$ cat src/verilog/regexec_pkg.sv
package regexec_pkg;

	//////////////////////////////
	// Widths
	//////////////////////////////

	localparam int DATA_W   = 32; // Register and bus width
	localparam int ADDR_W   = 5;  // Register index width
	localparam int NUM_REGS = 32; // One per index
	localparam int IMM_W    = 16; // Immediate field, MIPS style

	//////////////////////////////
	// Operations
	//////////////////////////////

	// Register ops read rs and rt, immediate ops read rs only
	typedef enum logic [2:0] {
		OP_ADD  = 3'd0, // rd = rs + rt
		OP_SUB  = 3'd1, // rd = rs - rt
		OP_AND  = 3'd2, // rd = rs & rt
		OP_OR   = 3'd3, // rd = rs | rt
		OP_SLT  = 3'd4, // Signed compare, 1 or 0
		OP_ADDI = 3'd5, // rd = rs + sext(imm)
		OP_LUI  = 3'd6, // rd = {imm, 16'h0}
		OP_DUMP = 3'd7  // Stream out all registers
	} alu_op_e;

	//////////////////////////////
	// Bundles
	//////////////////////////////

	// One command per strobe
	typedef struct packed {
		alu_op_e            op;
		logic [ADDR_W-1:0]  rs;  // First source
		logic [ADDR_W-1:0]  rt;  // Second source, unused by immediates
		logic [ADDR_W-1:0]  rd;  // Destination
		logic [IMM_W-1:0]   imm; // Only for ADDI and LUI
	} cmd_t;

	// One streamed register during a dump
	typedef struct packed {
		logic [ADDR_W-1:0] index;
		logic [DATA_W-1:0] data;
	} dump_t;

endpackage

$ cat src/verilog/register_file.sv
`timescale 1ns/1ns

// 32 x 32 register file, two async reads, one sync write
module register_file import regexec_pkg::*; (
	input  logic              clk,
	input  logic              reset,
	input  logic              we,      // Write enable
	input  logic [ADDR_W-1:0] raddr_a, // Port A address
	input  logic [ADDR_W-1:0] raddr_b, // Port B address
	input  logic [ADDR_W-1:0] waddr,   // Destination register
	input  logic [DATA_W-1:0] wdata,
	output logic [DATA_W-1:0] rdata_a,
	output logic [DATA_W-1:0] rdata_b
);

	logic [DATA_W-1:0] regs [NUM_REGS]; // Storage array

	//////////////////////////////
	// Write port
	//////////////////////////////

	always_ff @(posedge clk) begin
		if (reset) begin
			for (int i = 0; i < NUM_REGS; i++) begin
				regs[i] <= '0; // Whole file clears
			end
		end else if (we && (waddr != '0)) begin
			regs[waddr] <= wdata; // r0 never written
		end
	end

	//////////////////////////////
	// Read ports
	//////////////////////////////

	// r0 is hardwired zero on both ports
	always_comb begin
		rdata_a = (raddr_a == '0) ? '0 : regs[raddr_a];
		rdata_b = (raddr_b == '0) ? '0 : regs[raddr_b];
	end

endmodule

$ cat src/verilog/alu.sv
`timescale 1ns/1ns

// Combinational ALU, results wrap modulo 2**32
module alu import regexec_pkg::*; (
	input  alu_op_e           op,
	input  logic [DATA_W-1:0] a,   // rs value
	input  logic [DATA_W-1:0] b,   // rt value
	input  logic [IMM_W-1:0]  imm,
	output logic [DATA_W-1:0] y
);

	logic [DATA_W-1:0] imm_sext; // Sign-extended immediate
	logic [DATA_W-1:0] opnd_b;   // Second operand after select

	assign imm_sext = {{(DATA_W-IMM_W){imm[IMM_W-1]}}, imm};

	// ADDI takes the immediate, everything else rt
	assign opnd_b = (op == OP_ADDI) ? imm_sext : b;

	always_comb begin
		case (op)
			OP_ADD, OP_ADDI: y = a + opnd_b;
			OP_SUB:          y = a - opnd_b;
			OP_AND:          y = a & opnd_b;
			OP_OR:           y = a | opnd_b;
			OP_SLT: begin
				// Signed compare, zero-extended flag
				y = ($signed(a) < $signed(opnd_b)) ? DATA_W'(1) : '0;
			end
			OP_LUI:          y = {imm, {(DATA_W-IMM_W){1'b0}}}; // Low half zero
			default:         y = a; // Dump, pass port A through
		endcase
	end

endmodule

$ cat src/verilog/dump_counter.sv
`timescale 1ns/1ns

// Walks the register index 0..31 once per start pulse
module dump_counter import regexec_pkg::*; (
	input  logic              clk,
	input  logic              reset,
	input  logic              start,  // One-cycle kick
	output logic              active, // Count in progress
	output logic [ADDR_W-1:0] index,
	output logic              last    // Final index this cycle
);

	// Last register reached while counting
	assign last = active && (index == ADDR_W'(NUM_REGS - 1));

	always_ff @(posedge clk) begin
		if (reset) begin
			active <= 1'b0;
			index  <= '0;
		end else if (start) begin
			active <= 1'b1;
			index  <= '0; // Restart from r0
		end else if (active) begin
			index <= index + 1'b1; // Wraps back to 0 after 31
			if (last) begin
				active <= 1'b0; // Done after index 31
			end
		end
	end

endmodule

$ cat src/verilog/exec_control.sv
`timescale 1ns/1ns

// Command sequencer: accept, execute/writeback, done, or dump stream
module exec_control import regexec_pkg::*; (
	input  logic              clk,
	input  logic              reset,
	input  logic              cmd_valid,
	input  cmd_t              cmd,
	input  logic              cnt_active, // From dump counter
	input  logic              cnt_last,
	input  logic [ADDR_W-1:0] cnt_index,
	input  logic [DATA_W-1:0] alu_y,
	input  logic [DATA_W-1:0] rdata_a,
	output logic              cnt_start,
	output logic [ADDR_W-1:0] raddr_a,
	output logic [ADDR_W-1:0] raddr_b,
	output alu_op_e           op,
	output logic [IMM_W-1:0]  imm,
	output logic              we,
	output logic [ADDR_W-1:0] waddr,
	output logic              busy,
	output logic              done,
	output logic              dump_valid,
	output logic [DATA_W-1:0] result,
	output dump_t             dump
);

	typedef enum logic [1:0] {IDLE, EXEC, DONE, DUMP} state_e;

	state_e state;
	state_e state_next;
	cmd_t   cmd_q;  // Latched command
	logic   accept; // Command taken this cycle

	//////////////////////////////
	// Accept and FSM
	//////////////////////////////

	assign accept    = cmd_valid && (state == IDLE); // Dropped while busy
	assign cnt_start = accept && (cmd.op == OP_DUMP);

	always_comb begin
		state_next = state;
		case (state)
			IDLE: begin
				if (accept) begin
					state_next = (cmd.op == OP_DUMP) ? DUMP : EXEC;
				end
			end
			EXEC: state_next = DONE; // Writeback lands this cycle
			DUMP: begin
				if (cnt_last) begin
					state_next = DONE; // done rides with entry 31
				end
			end
			default: state_next = IDLE;
		endcase
	end

	always_ff @(posedge clk) begin
		if (reset) begin
			state      <= IDLE;
			dump_valid <= 1'b0;
		end else begin
			state      <= state_next;
			dump_valid <= (state == DUMP) && cnt_active; // One behind counter
		end
	end

	// Payload registers
	always_ff @(posedge clk) begin
		if (accept) cmd_q <= cmd;
		if (state == EXEC) result <= alu_y; // Held for the done cycle
		if (state == DUMP) begin
			dump.index <= cnt_index;
			dump.data  <= rdata_a;
		end
	end

	//////////////////////////////
	// Datapath steering
	//////////////////////////////

	assign raddr_a = (state == DUMP) ? cnt_index : cmd_q.rs; // Counter owns port A in dump
	assign raddr_b = cmd_q.rt;
	assign op      = cmd_q.op;
	assign imm     = cmd_q.imm;
	assign we      = (state == EXEC);
	assign waddr   = cmd_q.rd;
	assign busy    = (state != IDLE);
	assign done    = (state == DONE);

endmodule

$ cat src/verilog/reg_exec_top.sv
`timescale 1ns/1ns

// Register file execution subsystem, wiring only
module reg_exec_top import regexec_pkg::*; (
	input  logic              clk,
	input  logic              reset,
	input  logic              cmd_valid, // Command strobe
	input  cmd_t              cmd,
	output logic              busy,      // Commands dropped while high
	output logic              done,
	output logic [DATA_W-1:0] result,
	output logic              dump_valid,
	output dump_t             dump
);

	//////////////////////////////
	// Internal wires
	//////////////////////////////

	logic              cnt_start;
	logic              cnt_active;
	logic              cnt_last;
	logic [ADDR_W-1:0] cnt_index;
	logic [ADDR_W-1:0] raddr_a;
	logic [ADDR_W-1:0] raddr_b;
	logic [ADDR_W-1:0] waddr;
	logic              we;
	logic [DATA_W-1:0] rdata_a;
	logic [DATA_W-1:0] rdata_b;
	logic [DATA_W-1:0] alu_y;    // Also the write data
	alu_op_e           op;
	logic [IMM_W-1:0]  imm;

	exec_control u_ctrl (
		.clk, .reset, .cmd_valid, .cmd,
		.cnt_active, .cnt_last, .cnt_index,
		.alu_y, .rdata_a,
		.cnt_start, .raddr_a, .raddr_b, .op, .imm,
		.we, .waddr,
		.busy, .done, .dump_valid, .result, .dump
	);

	dump_counter u_cnt (
		.clk, .reset,
		.start  (cnt_start),
		.active (cnt_active),
		.index  (cnt_index),
		.last   (cnt_last)
	);

	register_file u_rf (
		.clk, .reset, .we,
		.raddr_a, .raddr_b, .waddr,
		.wdata (alu_y), // Writeback straight from ALU
		.rdata_a, .rdata_b
	);

	alu u_alu (
		.op, .imm,
		.a (rdata_a),
		.b (rdata_b),
		.y (alu_y)
	);

endmodule

$ cat config.mk
export PLATFORM = sky130hd
export DESIGN_NAME = reg_exec_top
export DESIGN_NICKNAME = d
export VERILOG_FILES = /design/src/verilog/regexec_pkg.sv /design/src/verilog/register_file.sv /design/src/verilog/alu.sv /design/src/verilog/dump_counter.sv /design/src/verilog/exec_control.sv /design/src/verilog/reg_exec_top.sv
export SDC_FILE = /design/constraint.sdc
export NUM_CORES = 2
export LEC_CHECK = 0
export BUFFER_PORTS_ARGS = -buffer_cell sky130_fd_sc_hd__buf_2
export CAP_MARGIN = 10
export CORE_MARGIN = 1
export CORE_UTILIZATION = 30
export CTS_BUF_LIST = sky130_fd_sc_hd__clkbuf_16
export DETAILED_ROUTE_END_ITERATION = 8
export HOLD_SLACK_MARGIN = 0.1
export PLACE_DENSITY = 0.41
export SLEW_MARGIN = 20
export SYNTH_ARGS = -nofsm -noshare
export SYNTH_HDL_FRONTEND = slang
export SYNTH_SLANG_ARGS = --single-unit
$ cat constraint.sdc
create_clock -name clk -period 7.4 [get_ports clk]
set_clock_uncertainty 0.05 [all_clocks]
set_input_delay 1.48 -clock clk [delete_from_list [all_inputs] [get_ports clk]]
set_output_delay 1.48 -clock clk [all_outputs]
set_load 0.005 [all_outputs]
# ---- Word level (Yosys, flattened, before mapping)
# Memories as Yosys holds them, arrays and structs flattened. A register that Yosys moved wholly into a read port is not among the register bits.
# Cells that the tools add are included.
dict set report word_totals {
  regBits 112
  latchBits 0
  ramBits 1024
  mem_bits_ro 0
  inputBits 37
  out_inout_bits 72
  word_cells 69
  n_memories 1
}
dict set report op_classes {
  addsub 3
  multipliers 0
  n_div 0
  order_cmp 1
  n_eq_ne 13
  shift 0
  n_mux 22
  bitwise 2
  reduce_logical 15
}
# name depth word_bits rd rd_ports_with_merged_regs wr line
set memory_table {}
lappend memory_table {u_rf.regs 32 32 2 1 32 register_file.sv:16} ;# logic [DATA_W-1:0] regs [NUM_REGS];
# cell n
set ops {}
lappend ops {{one-hot mux 32 bit (6 select lines)} 1}
lappend ops {{two-way mux 32 bit} 4}
lappend ops {{adder 32 bit} 1}
lappend ops {{AND 32 bit} 1}
lappend ops {{< comparator 32 bit} 1}
lappend ops {{OR 32 bit} 1}
lappend ops {{OR reduction 32 bit} 1}
lappend ops {{subtractor 32 bit} 1}
lappend ops {{two-way mux 5 bit} 3}
lappend ops {{equality test 3 bit, second input constant} 4}
lappend ops {{logical NOT 5 bit} 2}
lappend ops {{two-way mux 1 bit} 10}
lappend ops {{equality test 3 x 2 -> 1 bit, second input constant} 2}
lappend ops {{two-way mux 2 bit} 3}
lappend ops {{one-hot mux 2 bit (3 select lines)} 1}
lappend ops {{adder 5 x 1 -> 5 bit, second input constant} 1}
lappend ops {{equality test 5 bit, second input constant} 1}
lappend ops {{logical AND 1 bit} 5}
lappend ops {{nonzero test 5 bit} 1}
lappend ops {{equality test 2 bit, second input constant} 2}
lappend ops {{OR reduction 2 bit} 2}
lappend ops {{equality test 3 x 1 -> 1 bit, second input constant} 1}
lappend ops {{logical NOT 3 bit} 1}
lappend ops {{equality test 2 x 1 -> 1 bit, second input constant} 1}
lappend ops {{5 further kinds} 5}

# ---- Longest topological paths before layout
dict set report depth {
  word_depth 8
  mapped_depth 26
}

# ---- By module
# From an unflattened synthesis, not the netlist that was laid out.
dict set report unflattened {
  cells_unflattened 4584
  hier_area_um2 63855.0
}
# mod instances cells_per_inst area_per_inst_um2 seq_area_each_um2
set by_module_without_submodules {}
lappend by_module_without_submodules {register_file 1 3502 54253.3 30749.5}
lappend by_module_without_submodules {alu 1 898 5778.0 0.0}
lappend by_module_without_submodules {exec_control 1 156 3522.1 3153.0}
lappend by_module_without_submodules {dump_counter 1 28 301.5 120.1}

# ---- Worst setup path after synthesis
# OpenSTA, ideal clock, no wires.
dict set report synth_timing {
  kind {register to register}
  from {reg with a tool-made name}
  to {mem u_rf.regs[18][23], data pin}
  setup_ps 268
  arrival_time_ps 4980
  path_slack_ps 2101
  stages_incl_launch_ff 22
  n_path_buf 6
  period_less_slack_ps 5299
  path_cell_list {dfxtp_1 -> clkbuf_1 -> buf_2 -> buf_1 -> mux4_2 -> mux4_2 -> mux2i_1 -> o21ai_0 -> inv_1 -> ha_1 -> and2_1 -> or3_1 -> o2111ai_1 -> nand2_1 -> a221oi_2 -> mux2i_1 -> and3_1 -> clkbuf_1 -> or2_1 -> buf_2 -> buf_6 -> nor2_1}
}
# element line
set synth_lines {}
lappend synth_lines {{to (decl)} register_file.sv:16}

==> out/qor.yml <==
status: "complete, no violations"
fin_nets: 5268
numCtsBuffers: 137
place_congestion: 0.925
clk_path_buf_depth: 3
grt_max_degree: 65
cts_sinks: 1141
end_kind: "flop"
p_leak_nw: 26.4
ir_drop_v: 0.000251
viasPerCell: 5.91
ys_seq_area_share_pct: 53.9
syn_inst: 4994
initial_core_util_pct: 30.2
rrSetupSlack_ns: 0.19
arrival_ns: 7.68
intPower_mw: 12.8
yosys.area.top_type: "edfxtp_1"
grt_overflow: 0
die_x_um: 461
cts_max_level: 4
cts-hold-fix-buffers: 0
critPathMaxStageDelay_ns: 0.55
die_y_um: 461
avgSynthCellArea_um2: 12.7
yosys_warnings: 0
tightest_slew_ns: 1.16
syn-cell-area_um2: 63300
start_kind: "flop"
tritoncts: "built"
synth_cell_type_count: 102
drv_cap: 0
clk_latency_ns: 0.83
place_hpwl_mm: 196
hp-class: "reg2reg"
synth_ff_type: "edfxtp_1"
fin_util_pct: 34.8
drc_errors: 0
path_class: "reg2reg"
die_area_um2: 213000
crit_buf_inv: 6
port_buffers: 108
finalMaxSlewViolations: 0
num_vias: 47540
power.density_nw_per_um2: 271
core-area_um2: 210000
cts_root_buf: "clkbuf_16"
worstPathRequired_ns: 7.87
yosys.area.top_type_share_pct: 53.4
wl_per_cell_um: 37.4
slew_headroom_pct: 22.5
synth_edf_count: 1127
grt_pass1_wl_mm: 405
fin_crit_ns: 7.21
pwr-share-seq_pct: 38.3
finalSetupTns_ns: 0
hold_slack_ns: 0.466
area_growth_pct: 15.3
comb_power_share_pct: 28.6
max_freq_ghz: 0.139
finalCritPeriodShare_pct: 97.5
wl_mm: 301
row_count: 168
synth_area_leaders: "edfxtp_1 53%, mux4_2 17%, nor2_1 5.0%, nand2_1 2.4%, mux2i_1 2.3%"
ant_nets: 0
async_reset_ff_share_pct: 0
switchingPower_mw: 6.95
setup_viol_count_final: 0
final_hold_viol_count: 0
antenna_found_initial: 17
clk_pin_slew_ns: 0.06
cp_max_fo: 15
crit_family: "simple AND/OR/NAND/NOR gates"
crit_chain: "nand2_2, inv_4, o31a_2, buf_4, nor2_1, a32o_1, nor3_1, o21ai_0, nand3_1, inv_1, ha_1, o21bai_1, nand3_1, a21boi_0, buf_4, o2111ai_2, a211oi_1, or4_1, nand4_1, buf_12, nand2_2, buf_4, nor2_1"
clkPwrFrac_pct: 33.1
swShare_pct: 35.2
first_pass_iters: 5
drtIter0Drc: 6042
pin_count: 109
grt_pass1_vias: 46331
slowest_stage: "o31a_2"
drive_gt1_share_pct: 25.1
rsz0062_at_grt: "false"
crit_path_frequent_cell: "buf_4"
track_usage_pct: 27.9
synth-seq-cells: 1141
[layout make-up]
class / instances / area (µm²)
sequential: 1141 / 34100
multi-input combinational: 3277 / 27000
timing repair buffer: 439 / 3660
clock buffer: 140 / 3500
tap: 2805 / 3510
fill: 20686 / 137000
antenna: 6 / 15.0
inverter: 134 / 505
clock inverter: 103 / 698
[registers in the layout, indices dropped and copies added, names as in the netlist, named ones only]
name / flops
u_cnt.index: 5
u_ctrl.imm: 16
u_ctrl.dump: 37
u_ctrl.dump_valid: 1
u_ctrl.raddr_b: 5
u_ctrl.cmd_q: 5
u_ctrl.state: 2
u_ctrl.result: 32
u_ctrl.waddr: 5
u_rf.regs: 1024
u_ctrl.op: 3
u_cnt.active: 1
[layer usage]
layer  up-vias  part of all wire, %  GRT usage [%]
met3       496                  8.1           5.24
met2      2493                   47           45.0
li1      19179                    -              -
met4         4                  4.2           11.0
met1     25368                   41           36.9
met5         -                0.068          0.666
[layout by cell type (no fill, tap or decap), types with 23 or more instances in the layout]
| cell | n |
|---|---|
| a21oi_1 | 137 |
| inv_1 | 139 |
| mux2i_1 | 144 |
| mux4_2 | 469 |
| nand2_2 | 33 |
| a31oi_1 | 43 |
| buf_12 | 50 |
| inv_2 | 24 |
| nand3_1 | 112 |
| ha_1 | 99 |
| buf_4 | 281 |
| edfxtp_1 | 1127 |
| nor2_4 | 33 |
| clkinv_1 | 33 |
| nand2b_2 | 30 |
| conb_1 | 32 |
| and2_1 | 66 |
| nor2_1 | 833 |
| xnor2_1 | 25 |
| a211oi_1 | 25 |
| clkbuf_16 | 140 |
| nor3_1 | 217 |
| a32oi_1 | 23 |
| nand2_1 | 380 |
| o21ai_0 | 91 |
| and3_1 | 41 |
| buf_2 | 107 |
[metrics by stage]
| stage | cells | area, µm² | worst slack [ns] | power [mW] |
|---|---|---|---|---|
| floorplan | 5025 | 63500 | 2.10 | 10.8 |
| global placement | 7794 | 68700 | 0.124 | 13.3 |
| detailed placement | 7794 | 68800 | 0.102 | 13.3 |
| CTS | 8037 | 73000 | 0.0815 | 19.8 |
| global route | 8042 | 73000 | 0.0187 | 20.3 |
| finish | 8045 | 73000 | 0.186 | 19.8 |
[cell usage after synthesis, drive strengths merged (7+ instances only)]
master and n:
inv 133, edfxtp 1127, nand4 23, o21ai 113, ha 99, nor4 13, mux4 469, a221o 17
a21boi 8, o21bai 8, mux2i 146, a21o 21, a221oi 24, a21oi 140, and3 41, a211o 12
or2 18, dfxtp 14, buf 241, nand2 416, xnor2 25, nand3 115, a22oi 19, a22o 9
a211oi 27, a32oi 23, a32o 8, o31a 8, and4 11, o22ai 24, o211a 8, mux2 13
nor2b 11, nand2b 40, a2111oi 9, o31ai 16, o221ai 20, o211ai 9, nor2 872, nor3 223
a31oi 43, clkbuf 232, or4 7, and2 67
[repair_timing]
action                                  4_1_cts  5_1_grt
gates resized for setup                       0        3
setup buffers                                 0        2
endpoints found under the setup margin        0       18
[cells by family (layout without fill, tap and decap cells)]
kind of cell	Yosys count	in the layout	synth area share, %
DFF	1141	1141	53.9
other	1	38	0.00592
buffers and inverters	607	816	4.40
muxes	628	628	19.2
AOI/OAI and AO/OA	613	613	6.75
adders and majority gates	101	101	2.02
and+or+nand+nor	1876	1876	13.4
xor gates and xnor gates	27	27	0.373
[power by group through the flow]
stage	Combinational, mW	Sequential (mW)	Clock (mW)
4_1_cts	5.58	7.57	6.65
2_1_floorplan	3.18	7.59	0
5_1_grt	5.89	7.59	6.85
6_report	5.65	7.57	6.55
3_5_place_dp	5.56	7.70	0
3_3_place_gp	5.59	7.69	0
[final timing paths]
kind,startpoint,endpoint,cells past startpoint
setup / recovery,u_ctrl.state[1]$_SDFFE_PP0P_,u_rf.regs[9][31]$_SDFFCE_PN0P_,23
hold / removal,u_ctrl.raddr_b[4]$_DFFE_PP_,flop,1
setup reg to reg,u_ctrl.state[1]$_SDFFE_PP0P_,u_rf.regs[9][31]$_SDFFCE_PN0P_,23
hold reg to reg,u_ctrl.raddr_b[4]$_DFFE_PP_,flop,1
Note: power is estimated with default switching activity, not from simulation.
